===== src/bus_ctrl_defs.svh =====
// Board-control register block constants
// Bus widths, register map, compatibility number and reset values

`ifndef BUS_CTRL_DEFS_SVH
`define BUS_CTRL_DEFS_SVH

// Host bus widths
`define BUS_ADDR_W 8
`define BUS_DATA_W 32

// ------------------------------
// Write (setting) addresses
// ------------------------------
`define SR_LEDS        8'd0
`define SR_SW_RST      8'd1
`define SR_CLOCK_CTRL  8'd2
`define SR_DEVICE_ID   8'd3
`define SR_REF_FREQ    8'd4
`define SR_SFPP_CTRL0  8'd8
`define SR_SFPP_CTRL1  8'd9

// ------------------------------
// Readback addresses
// ------------------------------
`define RB_COUNTER      8'd0
`define RB_CLK_STATUS   8'd3
`define RB_COMPAT_NUM   8'd6
`define RB_RFNOC_INFO   8'd7
`define RB_SFPP_STATUS0 8'd8
`define RB_SFPP_STATUS1 8'd9

// Compatibility number and protocol version
`define COMPAT_MAJOR   16'h0026
`define COMPAT_MINOR   16'h0000
`define RFNOC_PROTOVER 16'h0100

// Bit 6 enables the GPSDO by default
`define CLOCK_CTRL_RESET 8'h40
// 10 MHz reference
`define REF_FREQ_RESET   32'd10_000_000

`define PHY_STATUS_W 16
`define SYNC_STAGES  2

`endif


===== src/bus_host_pkg.sv =====
// Host-side types of the board-control block
// Opcode, decoded register targets and the decoded command word

`default_nettype none

`include "bus_ctrl_defs.svh"

package bus_host_pkg;

   typedef enum logic {
      OP_WRITE = 1'b0,
      OP_READ  = 1'b1
   } bus_op_e;

   // Setting register hit by a write
   typedef enum logic [2:0] {
      LEDS,
      SW_RST,
      CLOCK_CTRL,
      DEVICE_ID,
      REF_FREQ,
      SFP0_CTRL,
      SFP1_CTRL,
      NONE
   } wr_target_e;

   // Readback source of a read
   typedef enum logic [2:0] {
      COUNTER,
      CLK_STATUS,
      COMPAT,
      RFNOC_INFO,
      SFP0_STATUS,
      SFP1_STATUS,
      ZERO
   } rd_target_e;

   typedef struct packed {
      bus_op_e                op;
      wr_target_e             wr_target;
      rd_target_e             rd_target;
      logic [`BUS_DATA_W-1:0] data;
   } bus_cmd_t;

endpackage

`default_nettype wire


===== src/bus_board_pkg.sv =====
// Board-side types of the board-control block
// SFP pin group, SFP status word and the readback snapshot

`default_nettype none

`include "bus_ctrl_defs.svh"

package bus_board_pkg;

   typedef struct packed {
      logic mod_abs;
      logic tx_fault;
      logic rx_los;
   } sfp_pins_t;

   // Status word as seen by the host
   typedef struct packed {
      logic [`PHY_STATUS_W-1:0] phy_status;
      logic [9:0]               rsvd;
      sfp_pins_t                changed;
      sfp_pins_t                pins;
   } sfp_status_t;

   typedef struct packed {
      logic [`BUS_DATA_W-1:0] counter;
      logic [15:0]            device_id;
      logic [7:0]             clock_status;
      sfp_status_t [1:0]      sfp;
   } board_state_t;

endpackage

`default_nettype wire


===== src/bus_cmd_if.sv =====
// Internal command path of the board-control block
// Decoded commands go from decode to execute, read snapshots
// from execute to the readback stage

`timescale 1ns/1ps
`default_nettype none

interface bus_cmd_if;
   import bus_host_pkg::*;
   import bus_board_pkg::*;

   // Command group
   logic         cmd_valid;
   bus_cmd_t     cmd;
   logic         cmd_ready;

   // Readback group
   logic         rb_valid;
   rd_target_e   rb_target;
   board_state_t rb_state;
   logic         rb_ready;

   modport decode_mp (
      output cmd_valid, cmd,
      input  cmd_ready
   );

   modport execute_mp (
      input  cmd_valid, cmd, rb_ready,
      output cmd_ready, rb_valid, rb_target, rb_state
   );

   modport result_mp (
      input  rb_valid, rb_target, rb_state,
      output rb_ready
   );

endinterface

`default_nettype wire


===== src/bus_cmd_decode.sv =====
// Host request decoder
// Accepts valid/ready requests, maps address and opcode onto
// register targets and holds one decoded command for execute

`timescale 1ns/1ps
`default_nettype none

`include "bus_ctrl_defs.svh"

module bus_cmd_decode (
   input  wire                   clk,
   input  wire                   i_arst_n,
   input  wire                   i_req_valid,
   input  wire                   i_req_write,
   input  wire [`BUS_ADDR_W-1:0] i_req_addr,
   input  wire [`BUS_DATA_W-1:0] i_req_data,
   output logic                  o_req_ready,
   bus_cmd_if.decode_mp          cmd_if
);
   import bus_host_pkg::*;

   bus_cmd_t req_cmd;
   logic     accept;

   // ------------------------------
   // Address decode
   // ------------------------------
   always_comb begin
      req_cmd.op        = i_req_write ? OP_WRITE : OP_READ;
      req_cmd.data      = i_req_data;
      req_cmd.wr_target = NONE;
      req_cmd.rd_target = ZERO;
      if (i_req_write) begin
         case (i_req_addr)
            `SR_LEDS:       req_cmd.wr_target = LEDS;
            `SR_SW_RST:     req_cmd.wr_target = SW_RST;
            `SR_CLOCK_CTRL: req_cmd.wr_target = CLOCK_CTRL;
            `SR_DEVICE_ID:  req_cmd.wr_target = DEVICE_ID;
            `SR_REF_FREQ:   req_cmd.wr_target = REF_FREQ;
            `SR_SFPP_CTRL0: req_cmd.wr_target = SFP0_CTRL;
            `SR_SFPP_CTRL1: req_cmd.wr_target = SFP1_CTRL;
            default:        req_cmd.wr_target = NONE;
         endcase
      end else begin
         case (i_req_addr)
            `RB_COUNTER:      req_cmd.rd_target = COUNTER;
            `RB_CLK_STATUS:   req_cmd.rd_target = CLK_STATUS;
            `RB_COMPAT_NUM:   req_cmd.rd_target = COMPAT;
            `RB_RFNOC_INFO:   req_cmd.rd_target = RFNOC_INFO;
            `RB_SFPP_STATUS0: req_cmd.rd_target = SFP0_STATUS;
            `RB_SFPP_STATUS1: req_cmd.rd_target = SFP1_STATUS;
            default:          req_cmd.rd_target = ZERO;
         endcase
      end
   end

   // ------------------------------
   // One-entry command holding stage
   // ------------------------------
   // Free when empty or when the held command leaves this cycle
   assign o_req_ready = !cmd_if.cmd_valid || cmd_if.cmd_ready;
   assign accept      = i_req_valid && o_req_ready;

   always_ff @(posedge clk or negedge i_arst_n) begin
      if (!i_arst_n) begin
         cmd_if.cmd_valid <= 1'b0;
      end else if (accept) begin
         cmd_if.cmd_valid <= 1'b1;
      end else if (cmd_if.cmd_ready) begin
         cmd_if.cmd_valid <= 1'b0;
      end
   end

   always_ff @(posedge clk) begin
      if (accept) begin
         cmd_if.cmd <= req_cmd;
      end
   end

   // A stalled command must not change under execute
   a_cmd_stable : assert property (
      @(posedge clk) disable iff (!i_arst_n)
      cmd_if.cmd_valid && !cmd_if.cmd_ready |=> cmd_if.cmd_valid && $stable(cmd_if.cmd)
   );

endmodule

`default_nettype wire


===== src/bus_reg_execute.sv =====
// Register execute stage
// Holds the setting registers and free-running counter, synchronizes
// the SFP pins and PHY status, latches sticky pin changes and hands
// read snapshots to the readback stage

`timescale 1ns/1ps
`default_nettype none

`include "bus_ctrl_defs.svh"

module bus_reg_execute (
   input  wire                     clk,
   input  wire                     i_arst_n,
   bus_cmd_if.execute_mp           cmd_if,
   input  wire [7:0]               i_clock_status,
   input  wire bus_board_pkg::sfp_pins_t i_sfp0_pins,
   input  wire bus_board_pkg::sfp_pins_t i_sfp1_pins,
   input  wire [`PHY_STATUS_W-1:0] i_sfp0_phy_status,
   input  wire [`PHY_STATUS_W-1:0] i_sfp1_phy_status,
   output logic [1:0]              o_leds,
   output logic [3:0]              o_sw_rst,
   output logic [7:0]              o_clock_control,
   output logic [`BUS_DATA_W-1:0]  o_ref_freq,
   output logic                    o_ref_freq_changed,
   output logic [1:0]              o_sfp0_rs_drive,
   output logic [1:0]              o_sfp1_rs_drive
);
   import bus_host_pkg::*;
   import bus_board_pkg::*;

   localparam int NUM_SFP = 2;

   logic                   wr_en;
   logic                   rd_en;
   logic [15:0]            device_id;
   logic [`BUS_DATA_W-1:0] counter;
   board_state_t           snap;

   sfp_pins_t [NUM_SFP-1:0]                                   pins_in;
   logic [NUM_SFP-1:0][`PHY_STATUS_W-1:0]                     phy_in;
   sfp_pins_t [NUM_SFP-1:0][`SYNC_STAGES-1:0]                 pins_sync;
   logic [NUM_SFP-1:0][`SYNC_STAGES-1:0][`PHY_STATUS_W-1:0]   phy_sync;
   sfp_pins_t [NUM_SFP-1:0]                                   pins_q;
   sfp_pins_t [NUM_SFP-1:0]                                   sticky;
   logic [NUM_SFP-1:0]                                        sticky_clr;

   // Writes never stall, reads wait for room in the response queue
   assign cmd_if.cmd_ready = (cmd_if.cmd.op == OP_WRITE) || cmd_if.rb_ready;
   assign wr_en = cmd_if.cmd_valid && (cmd_if.cmd.op == OP_WRITE);
   assign rd_en = cmd_if.cmd_valid && (cmd_if.cmd.op == OP_READ) && cmd_if.rb_ready;

   // ------------------------------
   // Setting registers
   // ------------------------------
   always_ff @(posedge clk or negedge i_arst_n) begin
      if (!i_arst_n) begin
         o_leds             <= '0;
         o_sw_rst           <= '0;
         o_clock_control    <= `CLOCK_CTRL_RESET;
         device_id          <= '0;
         o_ref_freq         <= `REF_FREQ_RESET;
         o_ref_freq_changed <= 1'b0;
         o_sfp0_rs_drive    <= '0;
         o_sfp1_rs_drive    <= '0;
      end else begin
         o_ref_freq_changed <= wr_en && (cmd_if.cmd.wr_target == REF_FREQ);
         if (wr_en) begin
            case (cmd_if.cmd.wr_target)
               LEDS:       o_leds          <= cmd_if.cmd.data[1:0];
               SW_RST:     o_sw_rst        <= cmd_if.cmd.data[3:0];
               CLOCK_CTRL: o_clock_control <= cmd_if.cmd.data[7:0];
               DEVICE_ID:  device_id       <= cmd_if.cmd.data[15:0];
               REF_FREQ:   o_ref_freq      <= cmd_if.cmd.data;
               SFP0_CTRL:  o_sfp0_rs_drive <= cmd_if.cmd.data[1:0];
               SFP1_CTRL:  o_sfp1_rs_drive <= cmd_if.cmd.data[1:0];
               default:    ;
            endcase
         end
      end
   end

   always_ff @(posedge clk or negedge i_arst_n) begin
      if (!i_arst_n) begin
         counter <= '0;
      end else begin
         counter <= counter + 1'b1;
      end
   end

   // ------------------------------
   // SFP synchronizers and sticky change bits
   // ------------------------------
   assign pins_in = {i_sfp1_pins, i_sfp0_pins};
   assign phy_in  = {i_sfp1_phy_status, i_sfp0_phy_status};

   assign sticky_clr[0] = rd_en && (cmd_if.cmd.rd_target == SFP0_STATUS);
   assign sticky_clr[1] = rd_en && (cmd_if.cmd.rd_target == SFP1_STATUS);

   always_ff @(posedge clk or negedge i_arst_n) begin
      if (!i_arst_n) begin
         pins_sync <= '0;
         phy_sync  <= '0;
         pins_q    <= '0;
         sticky    <= '0;
      end else begin
         for (int s = 0; s < NUM_SFP; s++) begin
            pins_sync[s] <= {pins_sync[s][`SYNC_STAGES-2:0], pins_in[s]};
            phy_sync[s]  <= {phy_sync[s][`SYNC_STAGES-2:0], phy_in[s]};
            pins_q[s]    <= pins_sync[s][`SYNC_STAGES-1];
            // A change landing on the clearing edge still survives
            sticky[s] <= (sticky[s] & {3{!sticky_clr[s]}})
                         | (pins_sync[s][`SYNC_STAGES-1] ^ pins_q[s]);
         end
      end
   end

   // ------------------------------
   // Readback snapshot
   // ------------------------------
   always_comb begin
      snap.counter      = counter;
      snap.device_id    = device_id;
      snap.clock_status = i_clock_status;
      for (int s = 0; s < NUM_SFP; s++) begin
         snap.sfp[s].phy_status = phy_sync[s][`SYNC_STAGES-1];
         snap.sfp[s].rsvd       = '0;
         snap.sfp[s].changed    = sticky[s];
         snap.sfp[s].pins       = pins_sync[s][`SYNC_STAGES-1];
      end
   end

   assign cmd_if.rb_valid  = cmd_if.cmd_valid && (cmd_if.cmd.op == OP_READ);
   assign cmd_if.rb_target = cmd_if.cmd.rd_target;
   assign cmd_if.rb_state  = snap;

   // Change pulse only after a reference-frequency write whose data landed
   a_ref_freq_pulse : assert property (
      @(posedge clk) disable iff (!i_arst_n)
      o_ref_freq_changed |->
         $past(cmd_if.cmd_valid && (cmd_if.cmd.wr_target == REF_FREQ))
         && (o_ref_freq == $past(cmd_if.cmd.data))
   );

endmodule

`default_nettype wire


===== src/bus_readback_result.sv =====
// Readback result stage
// Picks the read word from target and snapshot and queues up to
// two words for the host response port

`timescale 1ns/1ps
`default_nettype none

`include "bus_ctrl_defs.svh"

module bus_readback_result (
   input  wire                   clk,
   input  wire                   i_arst_n,
   bus_cmd_if.result_mp          cmd_if,
   output logic                  o_rsp_valid,
   output logic [`BUS_DATA_W-1:0] o_rsp_data,
   input  wire                   i_rsp_ready
);
   import bus_host_pkg::*;

   logic [`BUS_DATA_W-1:0] rb_word;
   logic [`BUS_DATA_W-1:0] q_mem [2];
   logic                   wr_ptr;
   logic                   rd_ptr;
   logic [1:0]             count;
   logic                   push;
   logic                   pop;

   // ------------------------------
   // Readback mux
   // ------------------------------
   always_comb begin
      case (cmd_if.rb_target)
         COUNTER:     rb_word = cmd_if.rb_state.counter;
         CLK_STATUS:  rb_word = {24'b0, cmd_if.rb_state.clock_status};
         COMPAT:      rb_word = {`COMPAT_MAJOR, `COMPAT_MINOR};
         RFNOC_INFO:  rb_word = {cmd_if.rb_state.device_id, `RFNOC_PROTOVER};
         SFP0_STATUS: rb_word = cmd_if.rb_state.sfp[0];
         SFP1_STATUS: rb_word = cmd_if.rb_state.sfp[1];
         default:     rb_word = '0;
      endcase
   end

   // ------------------------------
   // Two-entry response queue
   // ------------------------------
   assign cmd_if.rb_ready = (count != 2'd2);
   assign push            = cmd_if.rb_valid && cmd_if.rb_ready;
   assign o_rsp_valid     = (count != 2'd0);
   assign pop             = o_rsp_valid && i_rsp_ready;
   assign o_rsp_data      = q_mem[rd_ptr];

   always_ff @(posedge clk or negedge i_arst_n) begin
      if (!i_arst_n) begin
         wr_ptr <= 1'b0;
         rd_ptr <= 1'b0;
         count  <= 2'd0;
      end else begin
         if (push) begin
            wr_ptr <= !wr_ptr;
         end
         if (pop) begin
            rd_ptr <= !rd_ptr;
         end
         case ({push, pop})
            2'b10:   count <= count + 2'd1;
            2'b01:   count <= count - 2'd1;
            default: count <= count;
         endcase
      end
   end

   always_ff @(posedge clk) begin
      if (push) begin
         q_mem[wr_ptr] <= rb_word;
      end
   end

   // Occupancy stays within two entries and agrees with the pointers
   a_no_overflow : assert property (
      @(posedge clk) disable iff (!i_arst_n)
      (count <= 2'd2) && ((count == 2'd1) == (wr_ptr != rd_ptr))
   );

endmodule

`default_nettype wire


===== src/bus_ctrl_top.sv =====
// Board-control register block, top level
// Host request and response ports in plain form; decode, execute
// and readback stages joined by the internal command interface

`timescale 1ns/1ps
`default_nettype none

`include "bus_ctrl_defs.svh"

module bus_ctrl_top (
   input  wire                     clk,
   input  wire                     i_arst_n,
   // Host request port
   input  wire                     i_req_valid,
   input  wire                     i_req_write,
   input  wire [`BUS_ADDR_W-1:0]   i_req_addr,
   input  wire [`BUS_DATA_W-1:0]   i_req_data,
   output wire                     o_req_ready,
   // Host response port
   output wire                     o_rsp_valid,
   output wire [`BUS_DATA_W-1:0]   o_rsp_data,
   input  wire                     i_rsp_ready,
   // Board status
   input  wire [7:0]               i_clock_status,
   input  wire                     i_sfp0_mod_abs,
   input  wire                     i_sfp0_tx_fault,
   input  wire                     i_sfp0_rx_los,
   input  wire                     i_sfp1_mod_abs,
   input  wire                     i_sfp1_tx_fault,
   input  wire                     i_sfp1_rx_los,
   input  wire [`PHY_STATUS_W-1:0] i_sfp0_phy_status,
   input  wire [`PHY_STATUS_W-1:0] i_sfp1_phy_status,
   // Board settings
   output wire [1:0]               o_leds,
   output wire [3:0]               o_sw_rst,
   output wire [7:0]               o_clock_control,
   output wire [`BUS_DATA_W-1:0]   o_ref_freq,
   output wire                     o_ref_freq_changed,
   // Open-drain enables for the SFP rate-select pins
   output wire [1:0]               o_sfp0_rs_drive,
   output wire [1:0]               o_sfp1_rs_drive
);

   bus_cmd_if cmd_if ();

   bus_cmd_decode bus_cmd_decode_inst (
      .clk         (clk),
      .i_arst_n    (i_arst_n),
      .i_req_valid (i_req_valid),
      .i_req_write (i_req_write),
      .i_req_addr  (i_req_addr),
      .i_req_data  (i_req_data),
      .o_req_ready (o_req_ready),
      .cmd_if      (cmd_if)
   );

   bus_reg_execute bus_reg_execute_inst (
      .clk                (clk),
      .i_arst_n           (i_arst_n),
      .cmd_if             (cmd_if),
      .i_clock_status     (i_clock_status),
      .i_sfp0_pins        ({i_sfp0_mod_abs, i_sfp0_tx_fault, i_sfp0_rx_los}),
      .i_sfp1_pins        ({i_sfp1_mod_abs, i_sfp1_tx_fault, i_sfp1_rx_los}),
      .i_sfp0_phy_status  (i_sfp0_phy_status),
      .i_sfp1_phy_status  (i_sfp1_phy_status),
      .o_leds             (o_leds),
      .o_sw_rst           (o_sw_rst),
      .o_clock_control    (o_clock_control),
      .o_ref_freq         (o_ref_freq),
      .o_ref_freq_changed (o_ref_freq_changed),
      .o_sfp0_rs_drive    (o_sfp0_rs_drive),
      .o_sfp1_rs_drive    (o_sfp1_rs_drive)
   );

   bus_readback_result bus_readback_result_inst (
      .clk         (clk),
      .i_arst_n    (i_arst_n),
      .cmd_if      (cmd_if),
      .o_rsp_valid (o_rsp_valid),
      .o_rsp_data  (o_rsp_data),
      .i_rsp_ready (i_rsp_ready)
   );

endmodule

`default_nettype wire


===== config.mk =====
export PLATFORM = sky130hd
export DESIGN_NAME = bus_ctrl_top
export DESIGN_NICKNAME = d
export VERILOG_FILES = /design/src/bus_host_pkg.sv /design/src/bus_board_pkg.sv /design/src/bus_cmd_if.sv /design/src/bus_cmd_decode.sv /design/src/bus_reg_execute.sv /design/src/bus_readback_result.sv /design/src/bus_ctrl_top.sv
export VERILOG_INCLUDE_DIRS = /design/src
export SDC_FILE = /design/constraint.sdc
export NUM_CORES = 1
export LEC_CHECK = 0
export ABC_AREA = 0
export BUFFER_PORTS_ARGS = -buffer_cell sky130_fd_sc_hd__buf_4
export CAP_MARGIN = 15
export CORE_MARGIN = 3
export CORE_UTILIZATION = 40
export DETAILED_ROUTE_END_ITERATION = 10
export PLACE_DENSITY_LB_ADDON = 0.15
export SLEW_MARGIN = 15
export SYNTH_ARGS = -nofsm -noshare
export SYNTH_HDL_FRONTEND = slang
export SYNTH_HIERARCHICAL = 1
export SYNTH_SLANG_ARGS = --single-unit
export TNS_END_PERCENT = 10

===== constraint.sdc =====
create_clock -name clk -period 2.2 [get_ports clk]
set_input_delay 0.11 -clock clk [delete_from_list [all_inputs] [get_ports clk]]
set_output_delay 0.11 -clock clk [all_outputs]
set_load 0.02 [all_outputs]

Word level (Yosys, flattened, before mapping)
Memories as Yosys holds them, arrays and structs flattened.
Index checks and enable logic that the tools add are counted.
- register bits: 231
- memory bits (writable): 64
- input port bits: 91
- output and inout bits: 85
- logic and storage cells: 115
- memories kept: 1
- memories (memory ; depth ; bits a word ; rd ports ; clocked after memory_dff ; wr ports ; line ; source):
    bus_readback_result_inst.q_mem ; 2 ; 32 ; 1 ; 0 ; 1 ; bus_readback_result.sv:21 ; logic [`BUS_DATA_W-1:0] q_mem [2];
- add/sub/neg operators: 3
- equal/unequal tests: 22
- multiplexer cells: 9
- bitwise gates (word level): 7
- reductions and logical operators: 28
- operators by type and width (operator ; count):
    32-bit case mux with 6 select lines ; 1
    32-bit by 1-bit adder with 32-bit output (second input constant) ; 1
    8-bit by 3-bit == test with 1-bit output (second input constant) ; 3
    3-bit case mux with 7 select lines ; 1
    3-bit case mux with 6 select lines ; 1
    8-bit by 2-bit == test with 1-bit output (second input constant) ; 2
    8-bit by 4-bit == test with 1-bit output (second input constant) ; 2
    3-bit == test (second input constant) ; 5
    2-bit AND reduction ; 7
    3-bit by 2-bit == test with 1-bit output (second input constant) ; 4
    8-bit by 1-bit == test with 1-bit output (second input constant) ; 1
    1-bit logical AND ; 8
    8-bit zero test ; 1
    3-bit bitwise AND ; 2
    3-bit by 1-bit == test with 1-bit output (second input constant) ; 2
    3-bit zero test ; 2
    3-bit OR ; 2
    2-bit nonzero test ; 3
    3-bit bitwise XOR ; 2
    1-bit zero test ; 5
    1-bit 2-to-1 mux ; 5
    2-bit case mux with 2 select lines ; 1
    2-bit by 1-bit adder with 2-bit output (second input constant) ; 1
    2-bit by 1-bit == test with 1-bit output (second input constant) ; 1
    5 further kinds ; 6

Logic depth before layout (Yosys ltp)
- word-level depth: 6
- mapped depth: 7
- depth with buffers taken out: 7

By module
The synthesis kept the hierarchy.
- modules (own cells, without submodules) (module ; times used ; cells an instance ; area each (um2) ; sequential area each (um2)):
    bus_reg_execute ; 1 ; 455 ; 6817.8 ; 4690.7
    bus_readback_result ; 1 ; 231 ; 3442.1 ; 2021.9
    bus_cmd_decode ; 1 ; 63 ; 1355.0 ; 1196.1

Worst setup path before layout
Ideal clock, no wire load.
- path kind: register to register
- start: register bus_readback_result_inst.count[0]
- end: memory bus_readback_result_inst/q_mem[0][0] in the netlist's numbering, enable pin
- library setup time: 0.421 ns
- data arrival time: 1.999 ns
- required time: 1.779 ns
- slack: -0.220 ns
- cell stages (with the launch flop): 4
- buffers on the path: 0
- clock period less this slack: 2.420 ns
- cell sequence: dfrtp_1 > nand2b_1 > nand2_1 > nor2_1
- cells in the longest elaborated chain, start to end: 4
- ends and longest elaborated chain (what ; line ; source):
    start, declared ; bus_readback_result.sv:24 ; logic [1:0] count;
    start signal, assigned ; bus_readback_result.sv:65 ; 2'b10: count <= count + 2'd1;
    start signal, assigned ; bus_readback_result.sv:66 ; 2'b01: count <= count - 2'd1;
    start signal, assigned ; bus_readback_result.sv:67 ; default: count <= count;
    2-bit inequality test ; bus_readback_result.sv:46 ; assign cmd_if.rb_ready = (count != 2'd2);
    named net cmd_if.rb_ready ; bus_cmd_if.sv:21 ; logic rb_ready;
    1-bit logical AND ; bus_readback_result.sv:47 ; assign push = cmd_if.rb_valid && cmd_if.rb_ready;
    1-bit 2-to-1 mux ; bus_readback_result.sv:73 ; if (push) begin
    1-bit 2-to-1 mux (implied by the code) ; bus_readback_result.sv:74 ; q_mem[wr_ptr] <= rb_word;
    end, declared ; bus_readback_result.sv:21 ;
The timed path passes the listed nets, and every way through them passes these cells.

Worst setup path in the final report
- start: register bus_readback_result_inst.rd_ptr
- end: output port o_rsp_data[16]
- cells in the longest elaborated chain, start to end: 1
- ends and longest elaborated chain (what ; line ; source):
    start, declared ; bus_readback_result.sv:23 ; logic rd_ptr;
    start signal, assigned ; bus_readback_result.sv:62 ; rd_ptr <= !rd_ptr;
    memory read 2 x 32 bit ; -- ;
    end, declared ; bus_ctrl_top.sv:21 ; output wire [`BUS_DATA_W-1:0] o_rsp_data,
Every way passes these cells.

==> metrics.txt <==
final hold violations 0; CTS Buf Count 31; Critical Path AT 1.93 ns; largest net degree at the start of global routing 62; Seq/Total Area, Yosys 68.1%; CP peak stage delay 0.42 ns; main area contributors after synthesis dfrtp_1 39%, edfxtp_1 27%, mux2_2 10%; top cell type by total area after synthesis dfrtp_1; total core area 0.0282 sq mm; period utilisation layout 93.0%; #FFs+latches synth 295; final core occ 53.4%; CTS Hold Bufs 81; Reg clk slew, reported paths 0.06 ns; Slew HR 35.0%; Clock Power Share 40.6%; CP most frequent cell buf_4; Comb power frac 15.0%; Antenna diodes 0; commonest cells in the synthesized netlist 183 x dfrtp_1, 105 x mux2_2, 103 x edfxtp_1, 74 x buf_4, 27 x xnor2_1; vias 6513; hpwl dp 15600 um; share of the synthesized area in the top cell type 39.4%; PD cells 952 mW/mm^2; worst-skew pair later-pin latency 0.56 ns; worst min-delay path category input port to asynchronous set/reset pin; syn avg cell area 15.5 sq um; final setup violation count 0; GRT Total Usage 15.3%; Worst Setup SP bus_readback_result_inst/rd_ptr$_DFFE_PN0P_; Via density 4.70; share of layout cells above drive strength 1 38.3%; number of synthesized flops with an enable pin 103; Ports 176; worst-case clock buffer depth 3; fin. max-slew vios 0; Finished Cell Area 0.0150 sq mm; worst vdd ir 698 uV; H-tree Lvls 1; vias in the first global route 6835; routability congestion estimate 0.756; Slew @ Worst Pin 0.975 ns; DRT Wirelength 23600 um; register area 0.00791 sq mm; part of the power in registers 44.3%; Achievable Freq 0.489 GHz; die area 0.0311 sq mm; first-pass GRT wire length 37700 um; Top FF cell, synth dfrtp_1; final non-filler cell total 1387; antenna violation net count after detailed routing 0; Layout Nets 1077; pre-CTS setup slack 0.216 ns; Gate Count Post-Synth 749; top-count cell post-synth dfrtp_1; RSZ-0062 raised after global routing no; Tot Pwr 14.3 mW; CP max FO 32; Net Switching 3.45 mW; CTS tree done; Ys Warns 6; P_int 10.9 mW; Syn-to-layout area delta 29.4%; WL per Instance 17.0 um; Crit Path Class flop to output pin; Netlist cell types 49; CTS-repair resized insts 0; CP startpoint kind flop; Pleak 6.57 nW; initial antenna violation count 0; Sw Ratio 24.1%; CTS Root Buffer Type clkbuf_16; grt ovf 0; clock skew 0.0143 ns; outcome completed; FILL cells 2316; DRC errors left 0; Post-CTS Setup Bufs 0; Worst Path Required 2.09 ns; Mapped Area 0.0116 sq mm; reg2reg start bus_reg_execute_inst/counter[9]$_DFF_PN0_; area of the multi-input gates 0.00307 sq mm; Initial Util 41.2%; Final min period 2.04 ns; placed insts 1248; IO Port Bufs 175; clock sinks 295; final setup margin 0.155 ns; first-pass iteration count of the detailed router 4; Starting DRT DRC Count 290; num rows 61; Crit-path slowest cell buf_4; Die Span X 176 um; async set-or-reset flop fraction in the synthesized netlist 65.1%; worst-path cell chain buf_4, mux2_2, buf_4; maxcap violations 0; dpl cell area 0.0130 sq mm; Die H 176 um; critical path capture point type output pin
==> power by group through the flow <==
stage	Combinational [mW]	Sequential (mW)	Clock, mW
2_1_floorplan	1.27	6.41	0
3_3_place_gp	2.09	6.44	0
3_5_place_dp	2.09	6.45	0
4_1_cts	2.21	6.35	5.98
5_1_grt	2.33	6.39	6.19
6_report	2.15	6.34	5.81
==> per-stage QoR <==
| step | TNS, ns | hold WS, ns |
|---|---|---|
| finish | 0 | 0.0882 |
| global route | 0 | 0.0815 |
| CTS | 0 | 0.0562 |
| detailed placement | 0 | 0.129 |
| global placement | 0 | 0.128 |
| floorplan | -3.06 | -0.186 |
==> cell usage in the layout, fill, tap and decap left out, types with 5 or more instances in the layout <==
cell           Yosys  layout
nand2b_1           8       7
mux2_2           105     105
dfrtp_1          183     183
dlygate4sd3_1      0      81
xor2_1            16      16
clkinv_2           0       5
mux4_2             7       7
nand4_1            7       7
clkbuf_8           0       5
a22oi_1           20      20
nor3_1             8       8
buf_4             74     194
and3_1             7       7
dfstp_2            9       9
clkbuf_16          0      37
conb_1             1      20
edfxtp_1         103     103
nor2_1            18      17
and2_1            12      11
mux2i_1           18      18
nand3_1           16      16
inv_1             12      12
o22ai_1           16      16
nand2_1           15      15
xnor2_1           27      27
==> critical path: cells and delay by family (launching register included) <==
family	cells	cell delay (ns)
buf+inv	2	0.58
flops	1	0.36
mux	1	0.42
==> routing by layer <==
layer / part of all wire [%] / wire, um / track usage [%] / up-vias
met5: 0 / 0 / 0 / -
met4: 2.0 / 472 / 3.54 / 0
met3: 6.5 / 1520 / 4.45 / 33
met2: 49 / 11600 / 25.4 / 146
met1: 42 / 10000 / 19.9 / 3264
li1: - / - / - / 3070
==> cell type report <==
type	instances	area share, %
repair buffers	279	15.6
flip-flops and latches	295	52.6
well taps	378	3.15
inverters	12	0.300
clock inverters	13	1.24
multi-input cells	365	20.4
clock buffers	45	6.68
==> flip-flops by register name, indices dropped and copies added (netlist names), 4 cells and up <==
register	cells
bus_reg_execute_inst/phy_sync	32
bus_reg_execute_inst/cmd_if.rb_state	44
bus_reg_execute_inst/counter	32
bus_reg_execute_inst/o_ref_freq	32
bus_readback_result_inst/q_mem	64
bus_reg_execute_inst/pins_sync	6
bus_reg_execute_inst/o_clock_control	8
bus_cmd_decode_inst/cmd_if.cmd	39
bus_reg_execute_inst/o_sw_rst	4
bus_reg_execute_inst/device_id	16
bus_reg_execute_inst/pins_q	6
==> worst paths after layout <==
path / cells past startpoint / slack [ns] / end
worst min register to register: 0 / 0.34 / bus_reg_execute_inst/cmd_if.rb_state[62]$_DFF_PN0_
worst max register to register: 4 / 0.25 / bus_reg_execute_inst/counter[30]$_DFF_PN0_
min in group clk: 3 / 0.09 / bus_readback_result_inst/q_mem[1][3]$_DFFE_PP_
worst min-delay path: 2 / 0.09 / bus_reg_execute_inst/phy_sync[37]$_DFF_PN0_
worst max-delay path: 3 / 0.16 / o_rsp_data[16]
max in group asynchronous: 3 / 1.34 / bus_reg_execute_inst/o_ref_freq[23]$_DFFE_PN1P_
==> kinds of logic after synthesis <==
| family | after synthesis | synth area share, % |
|---|---|---|
| AO/OA/AOI/OAI | 51 | 2.98 |
| multiplexers | 131 | 13.3 |
| XOR/XNOR | 43 | 3.24 |
| other | 1 | 0.0323 |
| buffers and inverters | 108 | 6.18 |
| adder cells (fa/ha/maj) | 2 | 0.215 |
| flip-flops | 295 | 68.1 |
| AND/OR/NAND/NOR | 118 | 5.94 |
No activity file was read; power rests on OpenSTA's default activity.
